[src/mips_params.svh]
`ifndef MIPS_PARAMS_SVH
`define MIPS_PARAMS_SVH

// register word and register file size
`define DATA_W      32
`define NUM_REGS    32

// jal/jalr without rd write the return address here
`define LINK_REG    31

// sequencer state codes, EXEC is the one the register file gates on
`define ST_IDLE     2'd0
`define ST_READ     2'd1
`define ST_EXEC     2'd2
`define ST_LOAD_WB  2'd3

`endif

[src/mips_pkg.sv]
`include "mips_params.svh"

package mips_pkg;

    typedef enum logic [1:0] {
        st_idle    = `ST_IDLE,    // waiting for an instruction
        st_read    = `ST_READ,    // operands on the read ports
        st_exec    = `ST_EXEC,    // alu and link write-back
        st_load_wb = `ST_LOAD_WB  // load write-back
    } cpu_state_t;

    typedef enum logic [3:0] {
        op_addu,
        op_subu,
        op_and,     // imm zero-extended
        op_or,      // imm zero-extended
        op_xor,     // imm zero-extended
        op_nor,
        op_slt,
        op_sltu,
        op_sll,
        op_srl,
        op_sra,
        op_lui
    } alu_op_t;

    typedef enum logic [2:0] {
        ld_lb,
        ld_lbu,
        ld_lh,
        ld_lhu,
        ld_lw,
        ld_lwl,     // merges into the upper lanes
        ld_lwr      // merges into the lower lanes
    } load_kind_t;

endpackage

[src/regfile.sv]
`timescale 1ns/1ns
`include "mips_params.svh"

module regfile import mips_pkg::*; (
    input  logic               clk,
    input  logic               rst,
    input  logic [4:0]         addr_rs,
    input  logic [4:0]         addr_rt,
    input  logic [4:0]         addr_rd,
    input  cpu_state_t         state,
    input  logic               r_type,
    input  logic               link_to_ra,
    input  logic               wr_alu,
    input  logic               wr_pc,
    input  logic               ld_commit,
    input  logic [`DATA_W-1:0] alu_data,
    input  logic [`DATA_W-1:0] ld_data,
    input  logic [`DATA_W-1:0] link_data,
    input  logic [3:0]         ld_byteen,
    output logic [`DATA_W-1:0] read_data_1,
    output logic [`DATA_W-1:0] read_data_2,
    output logic [`DATA_W-1:0] v0
);

    logic [`DATA_W-1:0] regs [`NUM_REGS];
    logic               wr_en;
    logic [4:0]         wr_addr;
    logic [`DATA_W-1:0] wr_data;
    logic [3:0]         wr_be;
    logic               be_ok;

    assign read_data_1 = (addr_rs == 5'd0) ? '0 : regs[addr_rs];  // r0 reads zero
    assign read_data_2 = (addr_rt == 5'd0) ? '0 : regs[addr_rt];
    assign v0          = regs[2];

    // one write per cycle: alu first, then load, then link
    always_comb begin
        wr_en   = 1'b0;
        wr_addr = addr_rt;
        wr_data = alu_data;
        wr_be   = 4'b1111;
        if (wr_alu && state == st_exec) begin
            wr_en   = 1'b1;
            wr_addr = r_type ? addr_rd : addr_rt;
        end else if (ld_commit) begin
            wr_en   = 1'b1;
            wr_data = ld_data;                              // loads always target rt
            wr_be   = ld_byteen;
        end else if (wr_pc && state == st_exec) begin
            wr_en   = 1'b1;
            wr_addr = link_to_ra ? 5'(`LINK_REG) : addr_rd;
            wr_data = link_data;
        end
    end

    // full word and the lwl/lwr merge patterns only
    always_comb begin
        case (wr_be)
            4'b1111,
            4'b1110, 4'b1100, 4'b1000,
            4'b0111, 4'b0011, 4'b0001: be_ok = 1'b1;
            default:                   be_ok = 1'b0;      // register left as is
        endcase
    end

    always_ff @(posedge clk) begin
        if (rst) begin
            for (int i = 0; i < `NUM_REGS; i++) begin
                regs[i] <= '0;
            end
        end else if (wr_en && be_ok && wr_addr != 5'd0) begin
            for (int b = 0; b < 4; b++) begin
                if (wr_be[b]) begin
                    regs[wr_addr][8*b +: 8] <= wr_data[8*b +: 8];  // lane b
                end
            end
        end
    end

endmodule

[src/alu.sv]
`timescale 1ns/1ns
`include "mips_params.svh"

module alu import mips_pkg::*; (
    input  logic [`DATA_W-1:0] rs_data,
    input  logic [`DATA_W-1:0] rt_data,
    input  logic [15:0]        imm,
    input  logic [4:0]         shamt,
    input  alu_op_t            alu_op,
    input  logic               r_type,
    output logic [`DATA_W-1:0] result
);

    logic [`DATA_W-1:0] imm_ext;
    logic [`DATA_W-1:0] op_a;
    logic [`DATA_W-1:0] op_b;
    logic               zero_ext;

    // logical immediates are unsigned in mips
    assign zero_ext = (alu_op == op_and) || (alu_op == op_or) || (alu_op == op_xor);

    always_comb begin
        if (zero_ext) begin
            imm_ext = {{(`DATA_W-16){1'b0}}, imm};
        end else begin
            imm_ext = {{(`DATA_W-16){imm[15]}}, imm};
        end
    end

    assign op_a = rs_data;
    assign op_b = r_type ? rt_data : imm_ext;

    always_comb begin
        case (alu_op)
            op_addu: result = op_a + op_b;
            op_subu: result = op_a - op_b;
            op_and:  result = op_a & op_b;
            op_or:   result = op_a | op_b;
            op_xor:  result = op_a ^ op_b;
            op_nor:  result = ~(op_a | op_b);
            op_slt: begin
                result = ($signed(op_a) < $signed(op_b)) ? `DATA_W'(1) : '0;
            end
            op_sltu: begin
                result = (op_a < op_b) ? `DATA_W'(1) : '0;
            end
            op_sll:  result = op_b << shamt;                     // shifts act on operand b
            op_srl:  result = op_b >> shamt;
            op_sra:  result = $unsigned($signed(op_b) >>> shamt);
            op_lui:  result = {imm, 16'h0000};
            default: result = '0;                                // unused op codes
        endcase
    end

endmodule

[src/load_align.sv]
`timescale 1ns/1ns
`include "mips_params.svh"

module load_align import mips_pkg::*; (
    input  logic [`DATA_W-1:0] mem_rdata,
    input  logic [1:0]         byte_off,
    input  load_kind_t         load_kind,
    output logic [`DATA_W-1:0] ld_data,
    output logic [3:0]         ld_byteen
);

    logic [7:0]         byte_sel;
    logic [15:0]        half_sel;
    logic [`DATA_W-1:0] lwl_data;
    logic [`DATA_W-1:0] lwr_data;
    logic [3:0]         lwl_be;
    logic [3:0]         lwr_be;

    // little-endian lanes, byte k sits at bits 8k+7..8k
    assign byte_sel = mem_rdata[8*byte_off +: 8];
    assign half_sel = byte_off[1] ? mem_rdata[31:16] : mem_rdata[15:0];  // bit 0 ignored

    // lwl pulls the low bytes of the word up into the top of rt
    assign lwl_data = mem_rdata << (8 * (2'd3 - byte_off));
    // lwr pulls the high bytes down into the bottom of rt
    assign lwr_data = mem_rdata >> (8 * byte_off);

    always_comb begin
        case (byte_off)
            2'd0:    lwl_be = 4'b1000;
            2'd1:    lwl_be = 4'b1100;
            2'd2:    lwl_be = 4'b1110;
            default: lwl_be = 4'b1111;
        endcase
    end

    always_comb begin
        case (byte_off)
            2'd0:    lwr_be = 4'b1111;
            2'd1:    lwr_be = 4'b0111;
            2'd2:    lwr_be = 4'b0011;
            default: lwr_be = 4'b0001;
        endcase
    end

    always_comb begin
        ld_data   = '0;
        ld_byteen = 4'b1111;
        case (load_kind)
            ld_lb:   ld_data = {{(`DATA_W-8){byte_sel[7]}}, byte_sel};
            ld_lbu:  ld_data = {{(`DATA_W-8){1'b0}}, byte_sel};
            ld_lh:   ld_data = {{(`DATA_W-16){half_sel[15]}}, half_sel};
            ld_lhu:  ld_data = {{(`DATA_W-16){1'b0}}, half_sel};
            ld_lw:   ld_data = mem_rdata;
            ld_lwl: begin
                ld_data   = lwl_data;
                ld_byteen = lwl_be;
            end
            ld_lwr: begin
                ld_data   = lwr_data;
                ld_byteen = lwr_be;
            end
            default: ld_byteen = 4'b0000;                        // no write
        endcase
    end

endmodule

[src/cycle_control.sv]
`timescale 1ns/1ns
`include "mips_params.svh"

module cycle_control import mips_pkg::*; (
    input  logic               clk,
    input  logic               rst,
    input  logic               instr_valid,
    input  logic [4:0]         addr_rs,
    input  logic [4:0]         addr_rt,
    input  logic [4:0]         addr_rd,
    input  logic [4:0]         shamt,
    input  logic [15:0]        imm,
    input  alu_op_t            alu_op,
    input  logic               r_type,
    input  logic               is_load,
    input  load_kind_t         load_kind,
    input  logic               is_link,
    input  logic               link_to_ra,
    input  logic [`DATA_W-1:0] pc,
    input  logic [`DATA_W-1:0] mem_rdata,
    output logic               ready,
    output cpu_state_t         state,
    output logic [4:0]         addr_rs_q,
    output logic [4:0]         addr_rt_q,
    output logic [4:0]         addr_rd_q,
    output logic [4:0]         shamt_q,
    output logic [15:0]        imm_q,
    output alu_op_t            alu_op_q,
    output logic               r_type_q,
    output load_kind_t         load_kind_q,
    output logic               link_to_ra_q,
    output logic [`DATA_W-1:0] mem_rdata_q,
    output logic               wr_alu,
    output logic               wr_pc,
    output logic               ld_commit,
    output logic [`DATA_W-1:0] link_data
);

    logic               accept;
    logic               is_load_q;
    logic [`DATA_W-1:0] pc_q;

    assign ready     = (state == st_idle);
    assign accept    = instr_valid && ready;       // strobe while busy is dropped
    assign link_data = pc_q + `DATA_W'(8);         // return past the delay slot

    always_ff @(posedge clk) begin
        if (rst) begin
            state     <= st_idle;
            is_load_q <= 1'b0;
            wr_alu    <= 1'b0;
            wr_pc     <= 1'b0;
            ld_commit <= 1'b0;
        end else begin
            ld_commit <= 1'b0;
            case (state)
                st_idle: begin
                    if (accept) begin
                        state     <= st_read;
                        is_load_q <= is_load;
                        wr_alu    <= !is_load && !is_link;   // held until back in idle
                        wr_pc     <= is_link && !is_load;
                    end
                end
                st_read: state <= st_exec;
                st_exec: begin
                    if (is_load_q) begin
                        state     <= st_load_wb;
                        ld_commit <= 1'b1;                   // high for load_wb only
                    end else begin
                        state  <= st_idle;
                        wr_alu <= 1'b0;
                        wr_pc  <= 1'b0;
                    end
                end
                default: state <= st_idle;                   // load_wb
            endcase
        end
    end

    // instruction fields, held for the whole instruction
    always_ff @(posedge clk) begin
        if (accept) begin
            addr_rs_q    <= addr_rs;
            addr_rt_q    <= addr_rt;
            addr_rd_q    <= addr_rd;
            shamt_q      <= shamt;
            imm_q        <= imm;
            alu_op_q     <= is_load ? op_addu : alu_op;  // load address is rs + simm
            r_type_q     <= r_type && !is_load;
            load_kind_q  <= load_kind;
            link_to_ra_q <= link_to_ra;
            pc_q         <= pc;
            mem_rdata_q  <= mem_rdata;
        end
    end

endmodule

[src/exec_datapath.sv]
`timescale 1ns/1ns
`include "mips_params.svh"

module exec_datapath import mips_pkg::*; (
    input  logic               clk,
    input  logic               rst,
    input  logic               instr_valid,
    input  logic [4:0]         addr_rs,
    input  logic [4:0]         addr_rt,
    input  logic [4:0]         addr_rd,
    input  logic [4:0]         shamt,
    input  logic [15:0]        imm,
    input  alu_op_t            alu_op,
    input  logic               r_type,
    input  logic               is_load,
    input  load_kind_t         load_kind,
    input  logic               is_link,
    input  logic               link_to_ra,
    input  logic [`DATA_W-1:0] pc,
    input  logic [`DATA_W-1:0] mem_rdata,
    output logic               ready,
    output logic [`DATA_W-1:0] rs_value,
    output logic [`DATA_W-1:0] rt_value,
    output logic [`DATA_W-1:0] alu_result,
    output logic [`DATA_W-1:0] v0
);

    cpu_state_t         state;
    logic [4:0]         addr_rs_q;
    logic [4:0]         addr_rt_q;
    logic [4:0]         addr_rd_q;
    logic [4:0]         shamt_q;
    logic [15:0]        imm_q;
    alu_op_t            alu_op_q;
    logic               r_type_q;
    load_kind_t         load_kind_q;
    logic               link_to_ra_q;
    logic [`DATA_W-1:0] mem_rdata_q;
    logic               wr_alu;
    logic               wr_pc;
    logic               ld_commit;
    logic [`DATA_W-1:0] link_data;
    logic [`DATA_W-1:0] ld_data;
    logic [3:0]         ld_byteen;

    cycle_control u_ctrl (
        .clk          (clk),
        .rst          (rst),
        .instr_valid  (instr_valid),
        .addr_rs      (addr_rs),
        .addr_rt      (addr_rt),
        .addr_rd      (addr_rd),
        .shamt        (shamt),
        .imm          (imm),
        .alu_op       (alu_op),
        .r_type       (r_type),
        .is_load      (is_load),
        .load_kind    (load_kind),
        .is_link      (is_link),
        .link_to_ra   (link_to_ra),
        .pc           (pc),
        .mem_rdata    (mem_rdata),
        .ready        (ready),
        .state        (state),
        .addr_rs_q    (addr_rs_q),
        .addr_rt_q    (addr_rt_q),
        .addr_rd_q    (addr_rd_q),
        .shamt_q      (shamt_q),
        .imm_q        (imm_q),
        .alu_op_q     (alu_op_q),
        .r_type_q     (r_type_q),
        .load_kind_q  (load_kind_q),
        .link_to_ra_q (link_to_ra_q),
        .mem_rdata_q  (mem_rdata_q),
        .wr_alu       (wr_alu),
        .wr_pc        (wr_pc),
        .ld_commit    (ld_commit),
        .link_data    (link_data)
    );

    regfile u_regs (
        .clk         (clk),
        .rst         (rst),
        .addr_rs     (addr_rs_q),
        .addr_rt     (addr_rt_q),
        .addr_rd     (addr_rd_q),
        .state       (state),
        .r_type      (r_type_q),
        .link_to_ra  (link_to_ra_q),
        .wr_alu      (wr_alu),
        .wr_pc       (wr_pc),
        .ld_commit   (ld_commit),
        .alu_data    (alu_result),
        .ld_data     (ld_data),
        .link_data   (link_data),
        .ld_byteen   (ld_byteen),
        .read_data_1 (rs_value),
        .read_data_2 (rt_value),
        .v0          (v0)
    );

    alu u_alu (
        .rs_data (rs_value),
        .rt_data (rt_value),
        .imm     (imm_q),
        .shamt   (shamt_q),
        .alu_op  (alu_op_q),
        .r_type  (r_type_q),
        .result  (alu_result)
    );

    load_align u_ld (
        .mem_rdata (mem_rdata_q),
        .byte_off  (alu_result[1:0]),   // low bits of rs + simm
        .load_kind (load_kind_q),
        .ld_data   (ld_data),
        .ld_byteen (ld_byteen)
    );

endmodule

[config.mk]
export PLATFORM = sky130hd
export DESIGN_NAME = exec_datapath
export DESIGN_NICKNAME = d
export VERILOG_FILES = /design/src/mips_pkg.sv /design/src/regfile.sv /design/src/alu.sv /design/src/load_align.sv /design/src/cycle_control.sv /design/src/exec_datapath.sv
export VERILOG_INCLUDE_DIRS = /design/src
export SDC_FILE = /design/constraint.sdc
export NUM_CORES = 2
export LEC_CHECK = 0
export ABC_AREA = 1
export ABC_CLOCK_PERIOD_IN_PS = 15150
export BUFFER_PORTS_ARGS = -buffer_cell sky130_fd_sc_hd__buf_2
export CORE_MARGIN = 4
export CORE_UTILIZATION = 25
export CTS_BUF_LIST = sky130_fd_sc_hd__clkbuf_8
export CTS_CLUSTER_DIAMETER = 120
export CTS_CLUSTER_SIZE = 28
export DETAILED_ROUTE_END_ITERATION = 12
export PLACE_DENSITY = 0.43
export SYNTH_ARGS = -nofsm -noshare
export SYNTH_HDL_FRONTEND = slang
export SYNTH_SLANG_ARGS = --single-unit
[constraint.sdc]
create_clock -name clk -period 15.15 [get_ports clk]
set_input_delay 2.2725 -clock clk [delete_from_list [all_inputs] [get_ports clk]]
set_output_delay 2.2725 -clock clk [all_outputs]
set_load 0.01 [all_outputs]
# After elaboration in Yosys (flattened, before gate mapping)
# Memories as Yosys holds them, arrays and structs flattened. A register that Yosys moved wholly into a read port is not among the register bits.
# Index checks and enable logic that the tools add are counted.
[word_totals] ram_bits=1024 memories=1 word_cells=148 out_inout_bits=129 register_bits=115
[memory_table] memory="u_regs.regs" words=32 word_bits=32 rd=3 rd_ports_with_merged_regs=2 write_ports=32 line_no="regfile.sv:25" source="logic [`DATA_W-1:0] regs [`NUM_REGS];"
[op_classes] bitwise=5 n_shift=6 n_eq_ne=30 order_cmp=2 muxes=58 add_sub_neg=4 n_reduce_logical=26
[op_table] operator="$pmux 32 s12" count=1
[op_table] operator="$mux 32" count=8
[op_table] operator="$pmux 32 s7" count=1
[op_table] operator="$lt 32x32->1" count=2
[op_table] operator="$shr 32x5->32" count=2
[op_table] operator="$mux 5" count=8
[op_table] operator="$add 32x32->32" count=1
[op_table] operator="$add 32x4->32 const B" count=1
[op_table] operator="$and 32x32->32" count=1
[op_table] operator="$eq 4x4->1 const B" count=8
[op_table] operator="$not 32->32" count=1
[op_table] operator="$or 32x32->32" count=1
[op_table] operator="$reduce_or 32->1" count=1
[op_table] operator="$shiftx 32x6->8" count=1
[op_table] operator="$shl 32x32->32" count=1
[op_table] operator="$shl 32x5->32" count=1
[op_table] operator="$sshr 32x5->32" count=1
[op_table] operator="$sub 32x32->32" count=1
[op_table] operator="$xor 32x32->32" count=1
[op_table] operator="$mux 1" count=28
[op_table] operator="$pmux 4 s3" count=2
[op_table] operator="$eq 4x3->1 const B" count=5
[op_table] operator="$mux 16" count=1
[op_table] operator="$eq 4x2->1 const B" count=3
[op_table] operator="other kinds (28)" count=50

# Depth between registers and ports, before layout
[logic_depth] word_depth=23 ltp_mapped=42 depth_no_buf=38

# Modules after synthesis
# From an unflattened synthesis, not the netlist that was laid out.
[hier_totals] hier_cells=9162 area_unflattened_um2=76236.9
[modules_own_cells] mod="regfile" area_per_inst_um2=59877.4 seq_area_each_um2=30749.5 instances=1 cells_each=6448
[modules_own_cells] mod="alu" area_per_inst_um2=10073.4 seq_area_each_um2=0.0 instances=1 cells_each=1997
[modules_own_cells] mod="cycle_control" area_per_inst_um2=4413.0 seq_area_each_um2=3393.3 instances=1 cells_each=316
[modules_own_cells] mod="load_align" area_per_inst_um2=1873.0 seq_area_each_um2=0.0 instances=1 cells_each=401

# Worst setup path before layout
# No wires, ideal clock.
[synth_timing] kind="reg2out" startpoint="register (tool-made name)" endpoint="output alu_result[20]" path_stages_with_launch=32 slack_ps=8169 t_required_ps=12878 arrival_time_ps=4709 n_path_buf=4 cell_sequence="dfxtp_1 clkbuf_1 clkinv_1 clkbuf_1 clkbuf_1 clkbuf_1 o21ai_0 o22ai_1 o21ai_0 nand3_1 o211ai_1 inv_1 ha_1 fa_1 nand2_1 nand2_1 nand2_1 nand2_1 nand2_1 nand2_1 a21oi_1 nor2_1 nor2_1 o21ai_0 a21boi_0 o21ai_0 a21oi_1 o21ai_0 nor2_1 nor2_1 nor3_1 nand2_1"
[synth_lines] item="end, declared" line_no="exec_datapath.sv:24" source="output logic [`DATA_W-1:0] alu_result,"

==> impl_summary.log <==
[metrics] Placed Cells: 13010
[metrics] R2R Path End: u_regs.regs[13][20]
[metrics] startpoint of the tightest hold check path: u_ctrl.is_load_q
[metrics] crit path DAT: 9.88 ns
[metrics] clock buffer count from CTS: 54
[metrics] clock period minus worst slack: 12.15 ns
[metrics] number of nets in the finished design: 9376
[metrics] endpoint kind of the worst setup timing path: primary output
[metrics] TritonCTS clock tree: built
[metrics] maximum number of pins on one net before global-route repair: 166
[metrics] post-synthesis instance total: 9392
[metrics] Pleak: 29.68 nW
[metrics] pins over their slew limit: 0
[metrics] worst reg2reg setup slack: 4.39 ns
[metrics] part of the Yosys area used for sequential elements: 46.91%
[metrics] Clk Tree Root Cell: sky130_fd_sc_hd__clkbuf_8
[metrics] Final Hold Vio Count: 0
[metrics] first-pass GRT wire length: 528900 µm
[metrics] via count: 72500
[metrics] initial core utilization: 25.13%
[metrics] number of I/O pins: 243
[metrics] total core area: 291300 µm²
[metrics] total iterations of the first detailed-routing run: 8
[metrics] Remaining Overflow, GRT: 0
[metrics] CTS sink count: 1149
[metrics] die footprint: 301600 µm²
[metrics] slowest stage cell on the critical path: sky130_fd_sc_hd__o21ai_0
[metrics] Critical Path RT: 12.88 ns
[metrics] longest individual stage delay on the worst path: 1.10 ns
[metrics] status: complete, no violations
[metrics] number of post-CTS setup repair buffers: 0
[metrics] Max Root-Sink Buffers: 3
[metrics] drt first-iter violations: 11030
[metrics] type of origin of the critical path: flip-flop
[metrics] standard-cell row count: 198
[metrics] vias in the first global route: 66880
[metrics] die height: 549.2 µm
[metrics] average size of a mapped cell: 7.796 µm²
[metrics] post-placement worst setup slack: 4.519 ns
[metrics] relative slew slack: 4.684%
[metrics] HP Class: flip-flop to flip-flop
[metrics] Horiz. Die Dim: 549.2 µm
[metrics] post-synthesis cell area: 73220 µm²
[metrics] number of buffer cells added on primary ports: 242
[metrics] RSZ-0062 raised after global routing: no
[metrics] weighted congestion reported at the end of routability-driven placement: 0.9678
[metrics] Crit Path Category: flip-flop to primary output
[metrics] largest clock skew in the final design: 0.1159 ns
[metrics] worst path buffer plus inverter count: 4
[metrics] Detail Route Antenna Nets: 0
[metrics] category of cells accounting for the largest share of critical-path delay: compound AO/OA/AOI/OAI gates
[metrics] hold buffer count at CTS: 0
[metrics] cells resized by post-CTS repair: 0
[metrics] Total Neg Setup Slack: 0 ns
[metrics] ratio of final minimum period to clock period: 80.21%
[metrics] prevailing post-synth register cell: sky130_fd_sc_hd__edfxtp_1
[metrics] worst-case reg-to-reg path depth: 34
[metrics] Post-DP HPWL: 259600 µm
[metrics] largest voltage drop on the vdd net: 0.08610 mV
[metrics] gr usage total: 24.16%
[metrics] number of H-tree levels: 2
[metrics] Max Cap Viol: 0
[metrics] wirelength, routed: 381900 µm
[metrics] maximum clock rate: 0.08230 GHz
[metrics] share of layout cells above drive strength 1: 7.874%
[metrics] drc violations: 0
[metrics] number of synthesized flops with an enable pin: 1133
[metrics] least setup slack across all paths after layout: 2.999 ns
[metrics] latest clock arrival within the worst-skew pair: 0.98 ns
[metrics] hold endpoint: u_ctrl.is_load_q
[metrics] Max FO, Critical Path: 165
[metrics] count of distinct cell types in the synthesized netlist: 65
[metrics] Vias/cell: 5.530
[metrics] Layout area overhead: 7.791%
[metrics] cell seen most often among critical-path stages: sky130_fd_sc_hd__nand2_1
[metrics] Synthesis Warnings: 0
[metrics] fraction of registers with async set or reset after synthesis: 0%
[metrics] fin util: 27.09%
[metrics] count of state elements after synthesis: 1149
[metrics] clock-pin slew reported for the worst setup and hold paths after clock tree synthesis: 0.18 ns
[metrics] drt wl/cell: 29.12 µm
[metrics] final setup fails: 0
[metrics] initial antenna violation count: 30
[metrics] Worst-Margin Slew: 1.415 ns
[metrics] filler-free cell count of the finished design: 13110
[metrics] PD cells: 113.2 nW/µm²
[metrics] count of filler cells inserted in the layout: 31750
[metrics] worst hold path cell count: 2
-- cells in the final DEF, fill, tap and decap left out, types with 31 or more instances in the layout --
cell / count
sky130_fd_sc_hd__nand3_2: 67
sky130_fd_sc_hd__o221ai_1: 206
sky130_fd_sc_hd__a21oi_1: 327
sky130_fd_sc_hd__nand2_1: 2305
sky130_fd_sc_hd__nor2_1: 1615
sky130_fd_sc_hd__conb_1: 32
sky130_fd_sc_hd__nand3_1: 1255
sky130_fd_sc_hd__buf_4: 151
sky130_fd_sc_hd__edfxtp_1: 1133
sky130_fd_sc_hd__o211ai_1: 61
sky130_fd_sc_hd__o22ai_1: 81
sky130_fd_sc_hd__inv_1: 316
sky130_fd_sc_hd__clkbuf_8: 54
sky130_fd_sc_hd__o21ai_0: 757
sky130_fd_sc_hd__nand3_4: 31
sky130_fd_sc_hd__nand4_1: 67
sky130_fd_sc_hd__ha_1: 99
sky130_fd_sc_hd__buf_2: 241
-- synth_stat cells, types with 10 or more instances --
cell type,number,area share [%]
sky130_fd_sc_hd__o221ai_1,206,2.5
sky130_fd_sc_hd__a211oi_1,18,0.18
sky130_fd_sc_hd__and3_1,19,0.16
sky130_fd_sc_hd__nand2_1,2307,12
sky130_fd_sc_hd__nand2_2,24,0.21
sky130_fd_sc_hd__o31ai_1,10,0.10
sky130_fd_sc_hd__nand3_2,66,0.90
sky130_fd_sc_hd__edfxtp_1,1133,46
sky130_fd_sc_hd__nor4_1,13,0.11
sky130_fd_sc_hd__clkbuf_1,358,1.8
sky130_fd_sc_hd__o21ai_1,13,0.089
sky130_fd_sc_hd__nand3_4,31,0.74
sky130_fd_sc_hd__o21ai_0,758,5.2
sky130_fd_sc_hd__nor2_1,1648,8.4
sky130_fd_sc_hd__xor2_1,16,0.19
sky130_fd_sc_hd__buf_1,53,0.27
sky130_fd_sc_hd__buf_2,239,1.6
sky130_fd_sc_hd__dfxtp_1,16,0.44
sky130_fd_sc_hd__a21oi_1,328,2.2
sky130_fd_sc_hd__o21bai_1,11,0.11
sky130_fd_sc_hd__o211ai_1,61,0.63
sky130_fd_sc_hd__o22ai_1,81,0.69
sky130_fd_sc_hd__or2_2,19,0.16
sky130_fd_sc_hd__nand3_1,1256,8.6
sky130_fd_sc_hd__buf_6,19,0.29
sky130_fd_sc_hd__ha_1,99,1.7
sky130_fd_sc_hd__nand4_1,67,0.57
sky130_fd_sc_hd__nand2_4,11,0.17
sky130_fd_sc_hd__nor3_1,27,0.18
sky130_fd_sc_hd__a31oi_1,22,0.19
sky130_fd_sc_hd__buf_4,51,0.52
sky130_fd_sc_hd__inv_2,19,0.097
sky130_fd_sc_hd__inv_1,306,1.6
-- worst reg2reg max path: cells and delay by family (launching register included) --
kind                     cells  cell delay (ns)
AND/OR/NAND/NOR             18             4.27
buffers and inverters        8             3.12
AO/OA/AOI/OAI                7             1.65
flip-flops                   1             0.86
adder cells (fa/ha/maj)      1             0.54
-- worst max-delay path by stage --
stage | from | to | slack, ns | depth (start not counted)
2_1_floorplan | flip-flop | alu_result[20] | 8.17 | 31
3_3_place_gp | flip-flop | alu_result[22] | 4.48 | 27
3_5_place_dp | flip-flop | alu_result[22] | 4.52 | 27
4_1_cts | flip-flop | alu_result[22] | 3.37 | 27
5_1_grt | flip-flop | alu_result[22] | 3.01 | 27
6_report | flip-flop | alu_result[22] | 3.00 | 27
-- layout make-up --
| type | instances | area [µm²] | share of cell area [%] |
|---|---|---|---|
| multi-input cells | 7218 | 34590 | 43.82 |
| flip-flops and latches | 1149 | 34370 | 43.55 |
| well taps | 3900 | 4880 | 6.183 |
| repair buffers | 404 | 2580 | 3.269 |
| inverters | 334 | 1328 | 1.682 |
| clock buffers | 54 | 743.2 | 0.9417 |
| clock inverters | 36 | 390.4 | 0.4946 |
| diodes | 16 | 40.04 | 0.05073 |
-- flip-flops by register name, summed over array words and instances, names as in the netlist, named ones only --
register	count
u_ctrl.addr_rd_q	5
u_ctrl.addr_rs_q	5
u_ctrl.addr_rt_q	5
u_ctrl.alu_op_q	4
u_ctrl.imm_q	16
u_ctrl.is_load_q	1
u_ctrl.ld_commit	1
u_ctrl.link_to_ra_q	1
u_ctrl.load_kind_q	3
u_ctrl.mem_rdata_q	32
u_ctrl.pc_q	32
u_ctrl.r_type_q	1
u_ctrl.shamt_q	5
u_ctrl.state	2
u_ctrl.wr_alu	1
u_ctrl.wr_pc	1
u_regs.regs	1024
-- layer usage --
metal	GRT usage [%]	part of all wire [%]
met1	34.32	43
met2	36.29	43
met3	4.188	9.3
met4	9.531	4.5
met5	0	0.0097
-- through the flow --
| step | area, µm² | total power [mW] | hold WS [ns] |
|---|---|---|---|
| after global routing | 78910 | 9.255 | 0.5115 |
| after CTS | 78880 | 8.879 | 0.4942 |
| after detailed placement | 77750 | 7.340 | 0.4713 |
| after floorplan | 73330 | 5.724 | 0.4444 |
| after global placement | 77740 | 7.358 | 0.4598 |
| final | 78920 | 8.933 | 0.4941 |
-- where the power goes --
| group | switching (mW) | internal (mW) |
|---|---|---|
| combinational | 2.84 | 0.791 |
| sequential | 0.127 | 3.61 |
| clock | 1.18 | 0.389 |
-- cell families after synthesis --
group                    share of synthesized area, %
XOR/XNOR                                       0.2392
AND/OR/NAND/NOR                                 32.20
other                                        0.005122
multiplexers                                  0.02734
adder cells (fa/ha/maj)                         1.747
AO/OA/AOI/OAI                                   12.56
flip-flops                                      46.91
buffers and inverters                           6.316
Note: power is estimated with default switching activity, not from simulation.
